### src/common/frontend_pkg.sv
// frontend shared definitions
package frontend_pkg;

  // ====================
  // basic vector types
  // ====================
  typedef logic [31:0] addr_t;
  typedef logic [31:0] instr_t;
  typedef logic [4:0]  areg_t;
  typedef logic [5:0]  ecode_t;

  // ====================
  // sizes
  // ====================
  // slots per fetch packet
  localparam int FETCH_WIDTH = 4;
  // read ports toward decode
  localparam int DECODE_WIDTH = 2;
  localparam int IBUF_DEPTH = 16;

  localparam int PTR_W = $clog2(IBUF_DEPTH);
  // count must reach IBUF_DEPTH itself
  localparam int CNT_W = $clog2(IBUF_DEPTH + 1);

  typedef logic [PTR_W-1:0] ptr_t;
  typedef logic [CNT_W-1:0] cnt_t;

  // ====================
  // constants
  // ====================
  localparam addr_t  RESET_PC   = 32'h1c00_0000;
  localparam ecode_t ECODE_TLBR = 6'h3f;

  // ====================
  // operand selectors
  // ====================
  typedef enum logic [1:0] {
    SRC_R0 = 2'd0,
    SRC_RD = 2'd1,
    SRC_RJ = 2'd2,
    SRC_RK = 2'd3
  } src_sel_e;

  typedef enum logic [1:0] {
    DEST_R0 = 2'd0,
    DEST_RD = 2'd1,
    DEST_RA = 2'd2
  } dest_sel_e;

  // buffer word, msb first: pc, instr, src0, src1, dest
  localparam int IBUF_DATA_W = $bits(addr_t) + $bits(instr_t)
                             + 2 * $bits(src_sel_e) + $bits(dest_sel_e);

  typedef logic [IBUF_DATA_W-1:0] ibuf_data_t;

endpackage
### src/ibuf/fetch_compact.sv
// fetch packet register and slot compaction
`timescale 1ns/100ps

module fetch_compact (
  input  logic                                                     clk,
  input  logic                                                     rst_n,
  input  logic                                                     flush_i,
  input  logic                                                     fetch_valid_i,
  input  logic [frontend_pkg::FETCH_WIDTH-1:0]                     fetch_slot_valid_i,
  input  frontend_pkg::addr_t  [frontend_pkg::FETCH_WIDTH-1:0]     fetch_pc_i,
  input  frontend_pkg::instr_t [frontend_pkg::FETCH_WIDTH-1:0]     fetch_instr_i,
  input  logic                                                     wr_ready_i,
  output logic [frontend_pkg::FETCH_WIDTH-1:0]                     wr_valid_o,
  output frontend_pkg::ibuf_data_t [frontend_pkg::FETCH_WIDTH-1:0] wr_data_o
);

  logic [frontend_pkg::FETCH_WIDTH-1:0]                 pkt_valid;
  frontend_pkg::addr_t  [frontend_pkg::FETCH_WIDTH-1:0] pkt_pc;
  frontend_pkg::instr_t [frontend_pkg::FETCH_WIDTH-1:0] pkt_instr;

  frontend_pkg::src_sel_e  src0_sel [frontend_pkg::FETCH_WIDTH];
  frontend_pkg::src_sel_e  src1_sel [frontend_pkg::FETCH_WIDTH];
  frontend_pkg::dest_sel_e dest_sel [frontend_pkg::FETCH_WIDTH];

  // ====================
  // packet register
  // ====================
  // reloads only while the buffer can take the held packet
  always_ff @(posedge clk or negedge rst_n) begin
    if (!rst_n) begin
      pkt_valid <= '0;
    end else if (flush_i) begin
      pkt_valid <= '0;
    end else if (wr_ready_i) begin
      pkt_valid <= fetch_valid_i ? fetch_slot_valid_i : '0;
    end
  end

  always_ff @(posedge clk) begin
    if (wr_ready_i) begin
      pkt_pc    <= fetch_pc_i;
      pkt_instr <= fetch_instr_i;
    end
  end

  // ====================
  // pre-decode per slot
  // ====================
  for (genvar i = 0; i < frontend_pkg::FETCH_WIDTH; i++) begin : gen_pre_dec
    pre_decoder u_pre_decoder (
      .instr_i    (pkt_instr[i]),
      .src0_sel_o (src0_sel[i]),
      .src1_sel_o (src1_sel[i]),
      .dest_sel_o (dest_sel[i])
    );
  end

  // squeeze out empty slots, keep slot order
  always_comb begin
    int unsigned idx;
    idx        = 0;
    wr_valid_o = '0;
    wr_data_o  = '0;
    for (int i = 0; i < frontend_pkg::FETCH_WIDTH; i++) begin
      if (pkt_valid[i]) begin
        wr_valid_o[idx] = 1'b1;
        wr_data_o[idx]  = {pkt_pc[i], pkt_instr[i], src0_sel[i], src1_sel[i], dest_sel[i]};
        idx             = idx + 1;
      end
    end
  end

endmodule

### src/ibuf/pre_decoder.sv
// instruction class pre-decoder
`timescale 1ns/100ps

module pre_decoder (
  input  frontend_pkg::instr_t    instr_i,
  output frontend_pkg::src_sel_e  src0_sel_o,
  output frontend_pkg::src_sel_e  src1_sel_o,
  output frontend_pkg::dest_sel_e dest_sel_o
);

  logic is_3r;
  logic is_addi;
  logic is_beq;
  logic is_bl;

  // ====================
  // class match
  // ====================
  always_comb begin
    is_3r   = (instr_i[31:20] == 12'h001);
    is_addi = (instr_i[31:22] == 10'b0000001010);
    is_beq  = (instr_i[31:26] == 6'b010110);
    is_bl   = (instr_i[31:26] == 6'b010101);
  end

  // unknown encodings touch no registers
  always_comb begin
    src0_sel_o = frontend_pkg::SRC_R0;
    src1_sel_o = frontend_pkg::SRC_R0;
    dest_sel_o = frontend_pkg::DEST_R0;
    if (is_3r) begin
      src0_sel_o = frontend_pkg::SRC_RJ;
      src1_sel_o = frontend_pkg::SRC_RK;
      dest_sel_o = frontend_pkg::DEST_RD;
    end else if (is_addi) begin
      src0_sel_o = frontend_pkg::SRC_RJ;
      dest_sel_o = frontend_pkg::DEST_RD;
    end else if (is_beq) begin
      // compares rj with rd, no write
      src0_sel_o = frontend_pkg::SRC_RJ;
      src1_sel_o = frontend_pkg::SRC_RD;
    end else if (is_bl) begin
      dest_sel_o = frontend_pkg::DEST_RA;
    end
  end

endmodule

### config.mk
export PLATFORM = sky130hd
export DESIGN_NAME = fetch_compact
export DESIGN_NICKNAME = d
export VERILOG_FILES = /design/src/common/frontend_pkg.sv /design/src/ibuf/fetch_compact.sv /design/src/ibuf/pre_decoder.sv
export SDC_FILE = /design/constraint.sdc
export NUM_CORES = 1
export LEC_CHECK = 0
export BUFFER_PORTS_ARGS = -buffer_cell sky130_fd_sc_hd__buf_2
export CAP_MARGIN = 0
export CORE_AREA = 4 4 214 216
export CTS_CLUSTER_DIAMETER = 30
export DETAILED_ROUTE_END_ITERATION = 10
export DIE_AREA = 0 0 218 220
export PLACE_DENSITY = 0.59
export SYNTH_ARGS = -nofsm -noshare
export SYNTH_HDL_FRONTEND = slang
export SYNTH_SLANG_ARGS = --single-unit
### constraint.sdc
create_clock -name clk -period 3.3 [get_ports clk]
set_input_delay 0 -clock clk [delete_from_list [all_inputs] [get_ports clk]]
set_output_delay 0 -clock clk [all_outputs]
set_load 0.01 [all_outputs]
==> metrics.md <==
| Metric | Value |
|---|---|
| Setup crit end kind | primary output |
| Least-Margin Pin Slew | 704 ps |
| Initial antenna violation count | 6 |
| Crit path kind | reg2out |
| Busiest grt layer | met2 |
| CP Max Fanout | 37 |
| Avg Cell Area, Syn | 11.9 um2 |
| Max Freq | 318 MHz |
| Synth Register Bits | 260 |
| Critical Path Source Type | flip-flop |
| Initial Util | 29.6% |
| Pwr dens | 582 nW/um2 |
| Post-layout minimum cycle time | 3150 ps |
| CP delay by family, top | buffers and inverters |
| Hold slack | 141 ps |
| Status | completed |
| Core area | 43900 um2 |
| Share of post-route cells with drive strength above 1 | 36.7% |
| Leakage | 9.03 nW |
| Synth async-reset ratio | 1.54% |
| CP Cell Sequence | clkinvlp_4 -> fa_2 -> nand2b_2 -> a211oi_4 -> buf_4 -> buf_16 -> buf_6 -> nand2_1 -> o21ai_0 -> buf_2 |
| RSZ-0062 raised after global routing | true |
| Clock-pin slew on the worst setup and hold paths | 40 ps |
| GR Layer Usage met2 | 39.8% |
| Area grow syn2layout | 67.0% |
| Tot Pwr | 12.6 mW |
| Slack of the worst reg-to-reg path | 1560 ps |
| H-tree depth | 3 |
| Syn Inst Count | 1092 |
| Root buf cell | clkbuf_16 |
| Total track usage | 23.5% |
| Critical path buffers and inverters | 5 |
| DPL Wire Length | 38400 um |
| Detailed-route wire length | 60100 um |
| Row cnt | 77 |
| Worst stage delay on the critical path | 530 ps |
| Global-route wire length before repair | 86100 um |
| Drc violations | 0 |
| Clock buffer count from CTS | 73 |
| Clock insertion delay at the later pin of the skew report | 560 ps |
| Maximum vdd drop | 0.000554 V |
| Hold Path Class | in2reg |
| Post-synth EDFFs | 256 |
| Critical Path Source | pkt_valid[0] |
| Routed vias/inst | 5.43 |
| FF-to-FF End | pkt_valid[0] |
| Period utilization | 95.4% |
| Die height | 220 um |
| Final hold viol count | 0 |
| Hold Path Origin | fetch_instr_i[51] |
| Worst Hold Endpoint | pkt_instr[51] |
| Die area | 48000 um2 |
| Ys Warns | 0 |
| Die width | 218 um |
| R2r startpoint | pkt_valid[0] |
| Slew Limit Fails | 0 |
| Largest net degree at the start of global routing | 83 |
| Filler cells | 3791 |
| Number of global-route vias before repair | 14300 |
| Clk sinks | 260 |
| M3 GR Usage | 5.27% |
| R2R cell count | 4 |
| Synth cell types | 56 |
| Final setup viols | 0 |
| Hold Crit Depth | 2 |
| Worst Path Required | 3300 ps |
| GP Congestion | 0.962 |
| Total global routing overflow | 0 |
| Routed length per instance | 23.5 um |
| Seq/Total Area, Yosys | 59.9% |
| Slowest CP cell | fa_2 |
| Input/output buffers | 544 |
| Via count | 13900 |
| Routed Antenna Nets | 0 |
| Iteration-0 DRC Markers | 1526 |
| M1 GR Usage | 28.2% |
| I/O Pins | 549 |
| Number of max-cap violations | 0 |
| Final Skew | 0 ps |
| Drt pass-1 iters | 6 |
| Synth Flop Type | edfxtp_1 |
| Slew Limit Headroom | 52.4% |
| Final net count | 2175 |
| TritonCTS clock tree | yes |
| Mapped Area | 13000 um2 |
| Clk buf depth | 3 |
| WP data arrival | 3150 ps |
==> cell type report <==
cell class	count	area [um2]	share of cell area, %
Clock inverter	42	593	2.73
Timing Repair Buffer	841	5850	27.0
Antenna cell	5	12.5	0.0577
Sequential cell	260	7790	35.9
Multi-Input combinational cell	725	4700	21.6
Clock buffer	90	2000	9.20
Tap cell	592	741	3.41
Inverter	4	18.8	0.0865
==> how the worst max path moves through the flow <==
stage | end | depth (start not counted)
2_1_floorplan | wr_data_o[125] | 9
3_3_place_gp | wr_data_o[121] | 9
3_5_place_dp | wr_data_o[122] | 9
4_1_cts | wr_data_o[122] | 9
5_1_grt | wr_data_o[79] | 10
6_report | wr_data_o[118] | 10
==> registers in the layout (all words and copies together), names as in the netlist <==
signal,cells
pkt_pc,128
pkt_instr,128
pkt_valid,4
==> placed cells by master (no fill, tap or decap), types with 3 or more instances in the layout <==
master         count
buf_2            543
dlygate4sd3_1    265
edfxtp_1         256
o21ai_0          196
nand2_1          142
a22o_1           126
clkbuf_16         79
a22oi_1           64
a221o_1           64
a21oi_1           17
nand3_1           14
o22ai_1           14
bufinv_16         14
buf_4             14
clkbuf_1          12
clkinv_2          10
buf_12            10
nor2_1             9
clkinv_1           8
clkinv_4           7
nor4_1             6
diode_2            5
nand2b_1           5
a211oi_1           5
nor2b_1            4
nor2_4             4
nor3b_1            4
ha_1               4
conb_1             4
buf_6              4
clkinvlp_4         3
nor4b_1            3
and2_1             3
==> through the flow <==
| stage | instances | utilization [%] | worst slack, ps | setup TNS, ps | cell area [um2] |
|---|---|---|---|---|---|
| after floorplan | 1095 | - | 1060 | 0 | 13000 |
| final | 2559 | 49.4 | 151 | 0 | 21700 |
| after detailed placement | 2153 | 37.2 | 518 | 0 | 16300 |
| after global routing | 2559 | 49.4 | -26.7 | -123 | 21700 |
| after CTS | 2551 | 49.2 | 12.8 | 0 | 21600 |
| after global placement | 2153 | 37.2 | 616 | 0 | 16300 |
==> metal layers <==
| metal | wire, um | vias to the layer above |
|---|---|---|
| met5 | 0 | - |
| met3 | 5320 | 215 |
| li1 | - | 6041 |
| met4 | 2730 | 0 |
| met1 | 22500 | 6650 |
| met2 | 29600 | 991 |
==> cell usage after synthesis (all sizes together), types with 5 or more instances <==
cell / n / share of area, %
buf: 58 / 2.7
a21oi: 17 / 0.65
and2: 5 / 0.24
a221o: 64 / 4.9
clkbuf: 48 / 1.6
edfxtp: 256 / 59
nor2b: 5 / 0.30
nand3: 15 / 0.62
nor2: 13 / 0.47
a22oi: 64 / 3.7
o21ai: 196 / 7.5
nand2b: 6 / 0.31
a211oi: 7 / 0.48
a22o: 128 / 8.6
nand2: 143 / 4.1
o22ai: 14 / 0.67
nor4: 6 / 0.29
==> cell families after synthesis <==
family	after synthesis	share of synthesized area, %
fa+ha+maj	5	0.539
flops	260	59.9
compound gates	498	27.2
buf+inv	110	4.35
mux	1	0.0770
other cells	1	0.0289
simple gates	217	7.85
==> power breakdown <==
group / internal [mW] / switching [mW]
Clock: 5.34 / 2.06
Combinational: 0.521 / 0.493
Sequential: 3.95 / 0.259
Total: 9.81 / 2.81
==> timing repair <==
item / 4_1_cts / 5_1_grt
hold buffers: 265 / 0
endpoints found under the hold margin: 333 / 0
pin swaps: 1 / 1
buffers inserted: 0 / 2
setup endpoints to repair: 31 / 102
cloned: 1 / 1
resized for setup: 1 / 9
Note: power is estimated with default switching activity, not from simulation.
