## src/common/frontend_pkg.sv

```systemverilog
// frontend shared definitions
package frontend_pkg;

  // ====================
  // basic vector types
  // ====================
  typedef logic [31:0] addr_t;
  typedef logic [31:0] instr_t;
  typedef logic [4:0]  areg_t;
  typedef logic [5:0]  ecode_t;

  // ====================
  // sizes
  // ====================
  // slots per fetch packet
  localparam int FETCH_WIDTH = 4;
  // read ports toward decode
  localparam int DECODE_WIDTH = 2;
  localparam int IBUF_DEPTH = 16;

  localparam int PTR_W = $clog2(IBUF_DEPTH);
  // count must reach IBUF_DEPTH itself
  localparam int CNT_W = $clog2(IBUF_DEPTH + 1);

  typedef logic [PTR_W-1:0] ptr_t;
  typedef logic [CNT_W-1:0] cnt_t;

  // ====================
  // constants
  // ====================
  localparam addr_t  RESET_PC   = 32'h1c00_0000;
  localparam ecode_t ECODE_TLBR = 6'h3f;

  // ====================
  // operand selectors
  // ====================
  typedef enum logic [1:0] {
    SRC_R0 = 2'd0,
    SRC_RD = 2'd1,
    SRC_RJ = 2'd2,
    SRC_RK = 2'd3
  } src_sel_e;

  typedef enum logic [1:0] {
    DEST_R0 = 2'd0,
    DEST_RD = 2'd1,
    DEST_RA = 2'd2
  } dest_sel_e;

  // buffer word, msb first: pc, instr, src0, src1, dest
  localparam int IBUF_DATA_W = $bits(addr_t) + $bits(instr_t)
                             + 2 * $bits(src_sel_e) + $bits(dest_sel_e);

  typedef logic [IBUF_DATA_W-1:0] ibuf_data_t;

endpackage
```

## src/rtl/flush_ctrl.sv

```systemverilog
// commit flush and redirect control
`timescale 1ns/100ps

module flush_ctrl (
  input  logic                 clk,
  input  logic                 rst_n,
  input  logic                 cmt_valid_i,
  input  logic                 cmt_excp_i,
  input  frontend_pkg::ecode_t cmt_ecode_i,
  input  logic                 cmt_br_redirect_i,
  input  frontend_pkg::addr_t  cmt_br_target_i,
  input  logic                 cmt_ertn_i,
  input  logic                 cmt_refetch_i,
  input  logic                 cmt_idle_i,
  input  frontend_pkg::addr_t  cmt_pc_i,
  input  frontend_pkg::addr_t  eentry_i,
  input  frontend_pkg::addr_t  era_i,
  input  frontend_pkg::addr_t  tlbrentry_i,
  input  logic                 has_int_i,
  input  logic                 wr_ready_i,
  output logic                 flush_o,
  output frontend_pkg::addr_t  redirect_target_o,
  output logic                 fetch_next_o
);

  logic excp_flush;
  logic tlbr_flush;
  logic redirect_flush;
  logic ertn_flush;
  logic idle_flush;
  logic refetch_flush;
  logic idle_lock;

  // ====================
  // flush causes
  // ====================
  always_comb begin
    excp_flush     = cmt_valid_i & cmt_excp_i;
    // tlb refill has its own entry
    tlbr_flush     = excp_flush & (cmt_ecode_i == frontend_pkg::ECODE_TLBR);
    redirect_flush = cmt_valid_i & cmt_br_redirect_i;
    ertn_flush     = cmt_valid_i & cmt_ertn_i;
    idle_flush     = cmt_valid_i & cmt_idle_i;
    // idle restarts at the next pc like a refetch
    refetch_flush  = cmt_valid_i & (cmt_refetch_i | cmt_idle_i);
    flush_o        = excp_flush | redirect_flush | ertn_flush | refetch_flush;
  end

  // redirect target by priority
  always_comb begin
    if (tlbr_flush) begin
      redirect_target_o = tlbrentry_i;
    end else if (excp_flush) begin
      redirect_target_o = eentry_i;
    end else if (redirect_flush) begin
      redirect_target_o = cmt_br_target_i;
    end else if (ertn_flush) begin
      redirect_target_o = era_i;
    end else if (refetch_flush) begin
      redirect_target_o = cmt_pc_i + 32'd4;
    end else begin
      redirect_target_o = frontend_pkg::RESET_PC;
    end
  end

  // ====================
  // idle lock
  // ====================
  // holds fetch until an interrupt is pending
  always_ff @(posedge clk or negedge rst_n) begin
    if (!rst_n) begin
      idle_lock <= 1'b0;
    end else if (idle_flush && !has_int_i) begin
      idle_lock <= 1'b1;
    end else if (has_int_i) begin
      idle_lock <= 1'b0;
    end
  end

  assign fetch_next_o = wr_ready_i & ~idle_lock;

  a_flush_needs_commit : assert property (
    @(posedge clk) disable iff (!rst_n) flush_o |-> cmt_valid_i
  );

endmodule

```

## config.mk

```make
export PLATFORM = sky130hd
export DESIGN_NAME = flush_ctrl
export DESIGN_NICKNAME = d
export VERILOG_FILES = /design/src/common/frontend_pkg.sv /design/src/rtl/flush_ctrl.sv
export SDC_FILE = /design/constraint.sdc
export NUM_CORES = 1
export LEC_CHECK = 0
export BUFFER_PORTS_ARGS = -buffer_cell sky130_fd_sc_hd__buf_2
export CAP_MARGIN = 20
export CORE_MARGIN = 4
export CORE_UTILIZATION = 30
export DETAILED_ROUTE_END_ITERATION = 8
export PLACE_DENSITY_LB_ADDON = 0.1
export SETUP_SLACK_MARGIN = 0.2
export SLEW_MARGIN = 20
export SYNTH_ARGS = -nofsm -noshare
export SYNTH_HDL_FRONTEND = slang
export SYNTH_SLANG_ARGS = --single-unit
```

## constraint.sdc

```tcl
create_clock -name clk -period 1.55 [get_ports clk]
set_clock_uncertainty 0.1 [all_clocks]
set_input_delay 0.155 -clock clk [delete_from_list [all_inputs] [get_ports clk]]
set_output_delay 0.155 -clock clk [all_outputs]
set_load 0.05 [all_outputs]
```

==> out/results.txt <==
Setup repair after global routing could not meet its margin everywhere. The fraction of final layout cells sized beyond drive strength 1 was 0.734. Counting the fill cells in the layout gives 334. The internal power of the cells totals 0.820 mW. After detailed routing, the average wire length per cell comes to 20.3 um. For this design the total switching power over the nets is 0.885 mW. The number of synthesized flops with an enable pin is 0. In this run the static leakage power is 2.60 nW. Max-cap violations in this run came to 0. The share of the cycle needed by the critical path after routing works out to 1.32. The share of total power in the clock network was 0; the post-synthesis sequential element count was 1. On the final layout, the worst hold slack is 0.221 ns. Number of vias per cell: 5.82. Share of total power in sequential cells: 0.017.

Flip-flop count of the largest register, all copies and words added: 1. Post-DP HPWL: 10,100 um. The clock reaches the later pin of the worst-skew pair after 0 ns. The run gives 490 as the post-synthesis net count. The tools report the worst hold path endpoint as idle_lock.

For the net count reported at finish, the log shows 789. Total power for the finished layout comes to 1.70 mW. The detail route stage leaves a number of antenna-violating nets equal to 0.

The floorplan step defined a die boundary enclosing 0.00811 mm^2. The run gives 4,119 as the via count of the first global-routing pass. VDD sags by at most 0.000204 V. The antenna diode instance count was 0.

The flow ran to the end, but the final reports show violations. Among all flip-flop cells after synthesis, the most frequent one is dfrtp_1. Starting density of the core: 0.313. Traced cell by cell, the critical path runs through buf_4 -> nand3_4 -> or4_4 -> xnor2_2 -> a221oi_2 -> a2111oi_4 -> buf_12. For the wire length on met1, the log shows 4830 um.

Counting distinct cell types in the post-synthesis netlist gives 59. The congestion estimate from routability-driven global placement came to 0.866. The routed layout has 3,998 vias. After clock tree synthesis, the clock-pin slew on the worst setup and hold paths is 0 ns.

The largest registers in the layout are idle_lock x1. The filler-free cell count of the finished design is 687. The worst setup path is launched from an input port.

Relative to the synthesized area, the layout overhead comes to 181%. The cell count after synthesis came out at 313. For the critical path data arrival time, the log shows 1.79 ns.

The initialized floorplan defines 29 standard-cell rows. The worst register-to-register path ends at idle_lock. In this run the cell area measured after placement is 0.00459 mm^2.

The tools report the met2 wirelength from detailed routing as 7440 um. The part of the power in combinational logic came out at 0.983. After detailed routing, the number of remaining DRC violations is 0. Setup slack on the worst reg-to-reg path comes out at 0.78 ns.

Sequential share of the synthesized area: 0.0124. Summed over all nets, wire length on met3 after detailed routing comes to 1200 um. With fillers left out, the area of the finished cells amounts to 0.00567 mm^2. The startpoint identified for the worst hold timing path is has_int_i. The core outline area is 0.00646 mm^2, and the minimum clock period after layout is 2.05 ns.

The detailed router used layers up to and including met4. The final reports fail on negative setup slack. In this design, the stage delay of the slowest critical-path cell is 0.62 ns. Critical path capture point type: an output pin. The buffering stage count on the worst path with inverters included works out to 2.

The cell family contributing the most delay on the critical path is simple AND/OR/NAND/NOR gates. In this run, the number of DRC markers left after iteration 0 of detailed routing was 190. The measured slew at the worst slew-check pin is 0.375 ns, and the wire length of the first global-routing pass is 20,300 um. Of all nets on the critical path, the largest fanout is 5. The mean area per synthesized cell works out to 6.45 um^2.

During I/O placement, the number of pins put on the boundary was 210. Worst-case setup margin in the final layout: -0.499 ns. The share of async-settable or async-resettable flops after synthesis is 1.00, and the residual overflow from global routing is 0. The mapped netlist covers 0.00202 mm^2. The hold path depth is 2.

The largest individual stage delay along the critical path comes from the cell or4_4. For the initial antenna violation count, the log shows 0. Fraction of power spent switching nets: 0.519. The number of buffer cells added on primary ports is 209.

The sum of negative setup slack is -9.48 ns. Ranked by flip-flop count, first place goes to idle_lock. For this design the ratio of total power to cell area is 300 mW/mm^2. Worst slew slack as a fraction of its limit: 0.747. The length of the first detailed-routing pass in iterations was 5; the cell depth of the worst flop-to-flop path was 2.

The worst register-to-register path begins at idle_lock. For the wire length reported by the detailed router, the log shows 13,900 um. The tools report the final hold violation count as 0. The floorplan step set the die height to 90.0 um.

Entering global routing, the biggest net connects 17 pins. The yosys synthesis warning count was 0. Number of instances in the placed design: 667. In this run the horizontal extent of the chip is 90.0 um. The critical path class is input port to output pin. The number of failing setup endpoints in the final timing report was 32. The type of the worst min-delay path was input port to flop. The logs give 0 for the number of pins with negative max-slew slack in the final report and 488 MHz for the maximum clock rate. The tools report the total routing resource utilization after global routing as 0.296.

At the worst endpoint, the required time is 1.29 ns.
## per-stage QoR
| stage | setup slack (ns) | util |
|---|---|---|
| global placement | -0.578 | 0.711 |
| floorplan | -0.372 | - |
| finish | -0.499 | 0.879 |
| CTS | -0.501 | 0.817 |
| global route | -0.536 | 0.879 |
| detailed placement | -0.630 | 0.711 |
## layer usage
| layer | vias up | GRT usage |
|---|---|---|
| li1 | 1840 | - |
| met1 | 1889 | 0.321 |
| met2 | 226 | 0.580 |
| met3 | 43 | 0.0526 |
| met4 | 0 | 0.0842 |
| met5 | - | 0 |
## power by group through the flow
stage / clock, mW / combinational (mW) / sequential [mW]
floorplan: 0 / 0.814 / 0.0289
global placement: 0 / 1.37 / 0.0292
detailed placement: 0 / 1.38 / 0.0292
CTS: 0 / 1.57 / 0.0293
global route: 0 / 1.75 / 0.0295
finish: 0 / 1.67 / 0.0295
## timing repair
| action | in CTS | in global routing |
|---|---|---|
| setup endpoints to repair | 33 | 33 |
| gates cloned | 3 | 1 |
| resized for setup | 142 | 73 |
| endpoints found under the hold margin | 1 | 0 |
| pin swaps | 46 | 33 |
| hold buffers | 1 | 0 |
| buffers inserted | 4 | 11 |
## cell usage after synthesis (9+ instances only)
library cell | count | area, um^2
clkbuf_1 | 23 | 86.3
inv_1 | 9 | 33.8
xor2_1 | 9 | 78.8
o21ai_0 | 14 | 70.1
xnor2_1 | 18 | 158
nand3_1 | 16 | 80.1
nand2_1 | 42 | 158
a221oi_1 | 19 | 166
o22ai_1 | 9 | 56.3
nor2_1 | 23 | 86.3
## how the worst max path moves through the flow
stage / from / cells after the start / slack [ns] / to
2_1_floorplan: cmt_pc_i[7] / 5 / -0.37 / redirect_target_o[13]
3_3_place_gp: cmt_pc_i[2] / 8 / -0.58 / redirect_target_o[28]
3_5_place_dp: cmt_pc_i[2] / 8 / -0.63 / redirect_target_o[28]
4_1_cts: cmt_pc_i[3] / 7 / -0.50 / redirect_target_o[13]
5_1_grt: cmt_pc_i[8] / 7 / -0.54 / redirect_target_o[13]
6_report: cmt_pc_i[8] / 7 / -0.50 / redirect_target_o[13]
## cells in the final DEF (no fill, tap or decap), types with 3 or more instances in the layout
| master | instances |
|---|---|
| o41ai_4 | 3 |
| nor2_2 | 3 |
| nor3_4 | 10 |
| a221o_1 | 3 |
| a22oi_1 | 3 |
| o22ai_1 | 5 |
| a221oi_2 | 5 |
| buf_6 | 46 |
| nor2b_1 | 3 |
| buf_4 | 91 |
| xor2_1 | 7 |
| nand3_1 | 13 |
| mux2_2 | 3 |
| nand2_1 | 35 |
| nand4_1 | 6 |
| xnor2_1 | 3 |
| buf_8 | 18 |
| and3_1 | 3 |
| nor2_4 | 10 |
| inv_1 | 7 |
| o21ai_0 | 12 |
| buf_12 | 10 |
| nor4_4 | 7 |
| nor3_2 | 3 |
| o21ai_4 | 3 |
| o2bb2ai_4 | 5 |
| xnor2_2 | 15 |
| a21oi_1 | 7 |
| buf_2 | 155 |
| a31oi_1 | 7 |
| nor2_1 | 10 |
| mux2i_4 | 4 |
| nand2_4 | 4 |
| o211ai_1 | 4 |
| o221ai_1 | 3 |
| nand3_4 | 3 |
| a221oi_1 | 12 |
| o31ai_4 | 5 |
| o221ai_4 | 4 |
## cells by family (layout without fill, tap and decap cells)
family,after synthesis,in the layout,share of synthesized area
and+or+nand+nor,125,126,0.323
AOI/OAI and AO/OA,114,114,0.426
buffers and inverters,37,333,0.0731
xor gates and xnor gates,27,27,0.117
muxes,8,8,0.0415
adders and majority gates,1,1,0.00619
DFF,1,1,0.0124
## area by class of cell
cell class                      count  area, um^2  share of cell area
Multi-Input combinational cell    276        2990               0.527
Sequential cell                     1        25.0             0.00441
Inverter                           10        50.0             0.00882
Timing Repair Buffer              323        2510               0.442
Tap cell                           77        96.3              0.0170
No activity file was read; power rests on OpenSTA's default activity.
