[config.mk]
export PLATFORM = sky130hd
export DESIGN_NAME = operand_extract
export DESIGN_NICKNAME = d
export VERILOG_FILES = /design/src/common/frontend_pkg.sv /design/src/rtl/operand_extract.sv
export SDC_FILE = /design/constraint.sdc
export NUM_CORES = 1
export LEC_CHECK = 0
export ABC_AREA = 1
export ABC_CLOCK_PERIOD_IN_PS = 1200
export BUFFER_PORTS_ARGS = -buffer_cell sky130_fd_sc_hd__clkbuf_2
export CORE_AREA = 2 2 114 116
export DETAILED_ROUTE_END_ITERATION = 10
export DIE_AREA = 0 0 116 118
export PLACE_DENSITY = 0.53
export SYNTH_ARGS = -nofsm -noshare
export SYNTH_HDL_FRONTEND = slang
export SYNTH_SLANG_ARGS = --single-unit
[constraint.sdc]
create_clock -name vclk -period 1.2
set_clock_uncertainty 0.15 [all_clocks]
set_input_delay 0.06 -clock vclk [all_inputs]
set_output_delay 0.06 -clock vclk [all_outputs]
set_load 0.01 [all_outputs]
[src/common/frontend_pkg.sv]
// frontend shared definitions
package frontend_pkg;

  // ====================
  // basic vector types
  // ====================
  typedef logic [31:0] addr_t;
  typedef logic [31:0] instr_t;
  typedef logic [4:0]  areg_t;
  typedef logic [5:0]  ecode_t;

  // ====================
  // sizes
  // ====================
  // slots per fetch packet
  localparam int FETCH_WIDTH = 4;
  // read ports toward decode
  localparam int DECODE_WIDTH = 2;
  localparam int IBUF_DEPTH = 16;

  localparam int PTR_W = $clog2(IBUF_DEPTH);
  // count must reach IBUF_DEPTH itself
  localparam int CNT_W = $clog2(IBUF_DEPTH + 1);

  typedef logic [PTR_W-1:0] ptr_t;
  typedef logic [CNT_W-1:0] cnt_t;

  // ====================
  // constants
  // ====================
  localparam addr_t  RESET_PC   = 32'h1c00_0000;
  localparam ecode_t ECODE_TLBR = 6'h3f;

  // ====================
  // operand selectors
  // ====================
  typedef enum logic [1:0] {
    SRC_R0 = 2'd0,
    SRC_RD = 2'd1,
    SRC_RJ = 2'd2,
    SRC_RK = 2'd3
  } src_sel_e;

  typedef enum logic [1:0] {
    DEST_R0 = 2'd0,
    DEST_RD = 2'd1,
    DEST_RA = 2'd2
  } dest_sel_e;

  // buffer word, msb first: pc, instr, src0, src1, dest
  localparam int IBUF_DATA_W = $bits(addr_t) + $bits(instr_t)
                             + 2 * $bits(src_sel_e) + $bits(dest_sel_e);

  typedef logic [IBUF_DATA_W-1:0] ibuf_data_t;

endpackage
[src/rtl/operand_extract.sv]
// decode operand register extraction
`timescale 1ns/100ps

module operand_extract (
  input  frontend_pkg::ibuf_data_t [frontend_pkg::DECODE_WIDTH-1:0] rd_data_i,
  output frontend_pkg::addr_t      [frontend_pkg::DECODE_WIDTH-1:0] dec_pc_o,
  output frontend_pkg::instr_t     [frontend_pkg::DECODE_WIDTH-1:0] dec_instr_o,
  output frontend_pkg::areg_t      [frontend_pkg::DECODE_WIDTH-1:0] dec_src0_o,
  output frontend_pkg::areg_t      [frontend_pkg::DECODE_WIDTH-1:0] dec_src1_o,
  output frontend_pkg::areg_t      [frontend_pkg::DECODE_WIDTH-1:0] dec_dest_o
);

  function automatic frontend_pkg::areg_t src_reg(input logic [1:0] sel,
                                                  input frontend_pkg::instr_t instr);
    case (frontend_pkg::src_sel_e'(sel))
      frontend_pkg::SRC_RD: src_reg = instr[4:0];
      frontend_pkg::SRC_RJ: src_reg = instr[9:5];
      frontend_pkg::SRC_RK: src_reg = instr[14:10];
      default:              src_reg = 5'd0;
    endcase
  endfunction

  function automatic frontend_pkg::areg_t dest_reg(input logic [1:0] sel,
                                                   input frontend_pkg::instr_t instr);
    case (frontend_pkg::dest_sel_e'(sel))
      frontend_pkg::DEST_RD: dest_reg = instr[4:0];
      // link register for bl
      frontend_pkg::DEST_RA: dest_reg = 5'd1;
      default:               dest_reg = 5'd0;
    endcase
  endfunction

  // word layout {pc, instr, src0, src1, dest}
  always_comb begin
    for (int k = 0; k < frontend_pkg::DECODE_WIDTH; k++) begin
      dec_pc_o[k]    = rd_data_i[k][69:38];
      dec_instr_o[k] = rd_data_i[k][37:6];
      dec_src0_o[k]  = src_reg(rd_data_i[k][5:4], rd_data_i[k][37:6]);
      dec_src1_o[k]  = src_reg(rd_data_i[k][3:2], rd_data_i[k][37:6]);
      dec_dest_o[k]  = dest_reg(rd_data_i[k][1:0], rd_data_i[k][37:6]);
    end
  end

endmodule

==> impl_metrics.json, run 1 <==
{
  "drt_pre_antenna_iters": 4,
  "critPathTopFamily": "buffers and inverters",
  "finalInstanceArea_um2": 2280,
  "timing.final.crit_period_ns": 1.02,
  "n_fill_cell": 1461,
  "synth-xor-area-share_pct": 0,
  "setup-tns-final_ns": 0,
  "placement.io_buffers": 102,
  "fin_crit_sh_pct": 84.6,
  "critical_path.cell_chain": "clkbuf_2 -> inv_1 -> ha_1 -> a21oi_1 -> nor2_1 -> clkbuf_2",
  "max_cap_violations": 0,
  "total_leakage_power_nw": 1.18,
  "placedInstanceArea_um2": 1300,
  "layout.area.seq_um2": 0,
  "antenna_violating_nets_post_route": 0,
  "crit_path_max_fanout": 5,
  "worst_ir_drop_vdd_mv": 0.133,
  "grt_start_max_net_pins": 12,
  "critical-path-max-stage-delay_ns": 0.26,
  "place.detailed.hpwl_mm": 3.51,
  "combinational_family_with_the_most_area_after_synthesis": "buffers and inverters",
  "die_height_um": 118,
  "antenna_cells": 0,
  "worst-setup-path-type": "primary input to primary output",
  "run_status": "finished, final reports clean",
  "drt_iter0_markers": 85,
  "avgViaCountPerCell": 3.62,
  "wl_per_cell_um": 11.3,
  "layout.sequential_cells": 0,
  "gpl.final_weighted_congestion": 0.833,
  "die-area_um2": 13700,
  "startpoint_type": "primary input",
  "grt_pass1_wl_mm": 7.59,
  "worstPathRequired_ns": 0.99,
  "top_level_ports": 298,
  "grt_remaining_overflow": 0,
  "synthCells": 252,
  "slowest_stage": "sky130_fd_sc_hd__ha_1",
  "grt_setup_unrepaired": "no",
  "maxSlewHeadroom_pct": 84.6,
  "setup_violations": 0,
  "synth.net_count": 396,
  "powerDensity_nw_per_um2": 372,
  "worst-slew-pin-transition_ns": 0.231,
  "fp-row-count": 41,
  "timing.critical_path.to": "dec_dest_o[0]",
  "grt_antenna_before_repair": 0,
  "multi_input_area_um2": 498,
  "synth-compound-area-share_pct": 0.622,
  "synth_mux_area_share_pct": 0,
  "mappedNetlistArea_um2": 1610,
  "drt-total-wl_mm": 5.53,
  "yosys.area_share.adder_pct": 3.11,
  "critical_path.startpoint": "rd_data_i[1]",
  "layout.clock_buffers": 0,
  "synth_simple_gate_area_share_pct": 27.2,
  "cts_resized": 0,
  "layout_stage_area_growth_over_the_synthesis_result_pct": 41.7,
  "final_hold_violations": 0,
  "die_width_um": 116,
  "yosys.cell_types.count": 8,
  "post-route-drc-count": 0,
  "grtUsageTotal_pct": 6.57,
  "worstHoldPathCells": 2,
  "worst_hold_slack_ns": 0.187,
  "synth_seq_area_share_pct": 0,
  "report.final.slew_viol_count": 0,
  "core_area_um2": 12400,
  "synth_warnings": 0,
  "setup.worst_path.end_class": "primary output",
  "worstSetupPathDepth": 6,
  "finish.net_count": 462,
  "worst_path_buffer_plus_inverter_count": 3,
  "total_number_of_vias": 1766,
  "grt_pass1_vias": 1526,
  "data_arrival_time_of_the_critical_path_ns": 0.81,
  "start_util_pct": 13.0,
  "finish.utilization_pct": 18.4,
  "post_synth.cell_area_avg_um2": 6.39,
  "max_clock_freq_mhz": 985,
  "path_class_of_the_lowest_slack_min_delay_path": "primary input to primary output",
  "worst_path_most_repeated_cell": "sky130_fd_sc_hd__clkbuf_2",
  "drive_above_1_share_pct": 32.3
}
## placed cells by master, fill, tap and decap left out
cell                            Yosys  final
sky130_fd_sc_hd__a21oi_1            2      2
sky130_fd_sc_hd__ha_1               4      4
sky130_fd_sc_hd__clkbuf_2           0    102
sky130_fd_sc_hd__nand3_1           80     80
sky130_fd_sc_hd__dlygate4sd3_1      0     98
sky130_fd_sc_hd__inv_1             20     20
sky130_fd_sc_hd__nand2_1            8      8
sky130_fd_sc_hd__nor2_1             2      2
## cells by family after synthesis
logic type,Yosys count
simple gates,90
compound gates,2
buf+inv,156
fa+ha+maj,4
## worst min path at each step
| stage | startpoint | end |
|---|---|---|
| 2_1_floorplan | rd_data_i[6] | dec_instr_o[0] |
| 3_3_place_gp | rd_data_i[36] | dec_instr_o[30] |
| 3_5_place_dp | rd_data_i[36] | dec_instr_o[30] |
| 4_1_cts | rd_data_i[11] | dec_instr_o[5] |
| 5_1_grt | rd_data_i[11] | dec_instr_o[5] |
| 6_report | rd_data_i[11] | dec_instr_o[5] |
## routing by layer
metal  global-route usage (%)  up-vias  part of all wire (%)
met5                        0        -                     0
met4                    0.149        0                  0.16
met3                   0.0515        2                   7.6
met2                     12.9      144                    55
met1                     8.34      798                    37
li1                         -      822                     -
## final cells by class
cell class         count  share of cell area [%]
multi-input cells     96                    21.8
well taps            172                    9.44
repair buffers       200                    65.4
inverters             20                    3.29
## cells in the mapped netlist
cell type,number,share of area [%]
sky130_fd_sc_hd__nor2_1,2,0.47
sky130_fd_sc_hd__a21oi_1,2,0.62
sky130_fd_sc_hd__ha_1,4,3.1
sky130_fd_sc_hd__inv_1,20,4.7
sky130_fd_sc_hd__buf_4,132,62
sky130_fd_sc_hd__buf_6,4,2.8
sky130_fd_sc_hd__nand2_1,8,1.9
sky130_fd_sc_hd__nand3_1,80,25
## power breakdown
group	leakage [nW]	switching [mW]	internal, mW
clock	0	0	0
sequential	0	0	0
combinational	1.18	0.443	0.405
total	1.18	0.443	0.405
## what timing repair did
action	in CTS	in global routing
hold buffers	98	0
endpoints found under the hold margin	98	0
buffers inserted	0	0
endpoints found under the setup margin	0	0
## metrics by stage
stage / total power [mW] / std cells / setup slack [ns]
2_1_floorplan: 0.641 / 252 / 0.455
3_3_place_gp: 0.481 / 390 / 0.209
3_5_place_dp: 0.478 / 390 / 0.201
4_1_cts: 0.846 / 488 / 0.196
5_1_grt: 0.909 / 488 / 0.0760
6_report: 0.847 / 488 / 0.185
Note: power is estimated with default switching activity, not from simulation.
==> run 2, diff against run 1 <==
Settings changed: ABC_CLOCK_PERIOD_IN_PS 1200 to 900, CORE_AREA 2 2 114 116 to 2 2 115 117, DIE_AREA 0 0 116 118 to 0 0 117 119, PLACE_DENSITY 0.53 to 0.54.
Clock period 1.2 ns to 0.9 ns, I/O delays scaled along.
==> impl_metrics.json, run 2 (same netlist as run 1, synthesis figures left out) <==
{
  "maxSlewHeadroom_pct": 87.5,
  "fraction_of_power_spent_switching_nets_pct": 49.6,
  "post_layout_nonfiller_instances": 509,
  "mostFrequentLayoutCell": "sky130_fd_sc_hd__dlygate4sd3_1",
  "grtUsageTotal_pct": 6.37,
  "post_cts.repair.setup_buffers": 0,
  "worst_ir_drop_vdd_mv": 0.132,
  "drt-total-wl_mm": 5.52,
  "antenna_violating_nets_post_route": 0,
  "placement.io_buffers": 102,
  "antenna_cells": 0,
  "grt_setup_unrepaired": "no",
  "finish.utilization_pct": 19.7,
  "mostFrequentLayoutCells": "sky130_fd_sc_hd__dlygate4sd3_1 (98), sky130_fd_sc_hd__clkbuf_2 (89), sky130_fd_sc_hd__nand3_1 (80)",
  "final_hold_violations": 0,
  "run_status": "finished, final reports clean",
  "grt_antenna_before_repair": 0,
  "powerDensity_nw_per_um2": 493,
  "core_area_um2": 12900,
  "layout.clock_buffers": 0,
  "fin_crit_sh_pct": 96.2,
  "drt_iter0_markers": 78,
  "grt_start_max_net_pins": 9,
  "layout_stage_area_growth_over_the_synthesis_result_pct": 57.4,
  "worst_hold_slack_ns": 0.162,
  "data_arrival_time_of_the_critical_path_ns": 0.67,
  "layout.sequential_cells": 0,
  "startpoint_type": "primary input",
  "worstPathRequired_ns": 0.70,
  "start_util_pct": 12.5,
  "avgViaCountPerCell": 3.57,
  "layout.area.seq_um2": 0,
  "die-area_um2": 13900,
  "path_class_of_the_lowest_slack_min_delay_path": "primary input to primary output",
  "placed_cells": 411,
  "die_width_um": 117,
  "place.detailed.hpwl_mm": 3.65,
  "power_report.internal_total_mw": 0.629,
  "total_leakage_power_nw": 1.28,
  "drive_above_1_share_pct": 41.1,
  "die_height_um": 119,
  "hold_path_startpoint": "rd_data_i[81]",
  "grt_pass1_wl_mm": 7.49,
  "timing.final.crit_period_ns": 0.866,
  "max_cap_violations": 0,
  "worst-setup-path-type": "primary input to primary output",
  "grt_pass1_vias": 1535,
  "critical_path.startpoint": "rd_data_i[71]",
  "fp-row-count": 42,
  "power.net_switching_mw": 0.618,
  "post-route-drc-count": 0,
  "total_number_of_vias": 1818,
  "wl_per_cell_um": 10.8,
  "report.final.slew_viol_count": 0,
  "worst-slew-pin-transition_ns": 0.187,
  "setup.worst_path.end_class": "primary output",
  "top_level_ports": 298,
  "seqPwrFrac_pct": 0,
  "finish.net_count": 479,
  "comb_power_share_pct": 100.0,
  "grt_remaining_overflow": 0,
  "drt_pre_antenna_iters": 4,
  "gpl.final_weighted_congestion": 0.791,
  "setup_violations": 0,
  "crit_path_max_fanout": 4,
  "max_clock_freq_mhz": 1150,
  "clockPowerShare_pct": 0
}
run 2: cell count changes in the layout (fill, tap and decap cells not counted), sizes merged:
cell	change
buf	+29
clkbuf	-12
run 2: layout make-up:
cell class / instances / area, um^2
Fill cell: 1467 / 10300
Inverter: 20 / 77.6
Multi-Input combinational cell: 96 / 547
Tap cell: 176 / 220
Timing Repair Buffer: 217 / 1690
run 2: repair_timing:
item                       CTS  global route
pin swaps                    0             4
resized for setup            6            35
hold buffers                98             0
hold endpoints to repair    98             0
setup endpoints to repair    8            22
run 2: final timing paths:
check	cells after the start	slack, ns	endpoint
max	7	0.03	dec_dest_o[6]
min	2	0.16	dec_instr_o[37]
run 2: power groups by stage:
stage / Sequential [mW] / Combinational [mW] / Clock, mW
after floorplan: 0 / 0.855 / 0
after global routing: 0 / 1.34 / 0
after global placement: 0 / 0.715 / 0
after detailed placement: 0 / 0.711 / 0
final: 0 / 1.25 / 0
after CTS: 0 / 1.21 / 0
run 2: critical path, cell delays in order:
cell and delay [ns]:
sky130_fd_sc_hd__buf_8 0.11, sky130_fd_sc_hd__inv_4 0.06, sky130_fd_sc_hd__ha_4 0.14, sky130_fd_sc_hd__buf_6 0.10, sky130_fd_sc_hd__nand2_1 0.04, sky130_fd_sc_hd__inv_1 0.05
sky130_fd_sc_hd__clkbuf_2 0.12
run 2: layer usage:
layer / share of wire [%] / wire length, um / global-route usage, %
met3: 9.3 / 514 / 0.305
met1: 37 / 2030 / 8.36
met5: 0 / 0 / 0
met4: 0.60 / 33 / 0.441
met2: 53 / 2950 / 11.8
run 2: through the flow:
stage / cell area [um^2] / power [mW] / setup slack (ns) / setup TNS, ns
2_1_floorplan: 1610 / 0.855 / 0.185 / 0
3_3_place_gp: 1470 / 0.715 / -0.0309 / -0.182
3_5_place_dp: 1470 / 0.711 / -0.0400 / -0.157
4_1_cts: 2470 / 1.21 / 0.00704 / 0
5_1_grt: 2530 / 1.34 / 0.000183 / 0
6_report: 2530 / 1.25 / 0.0338 / 0
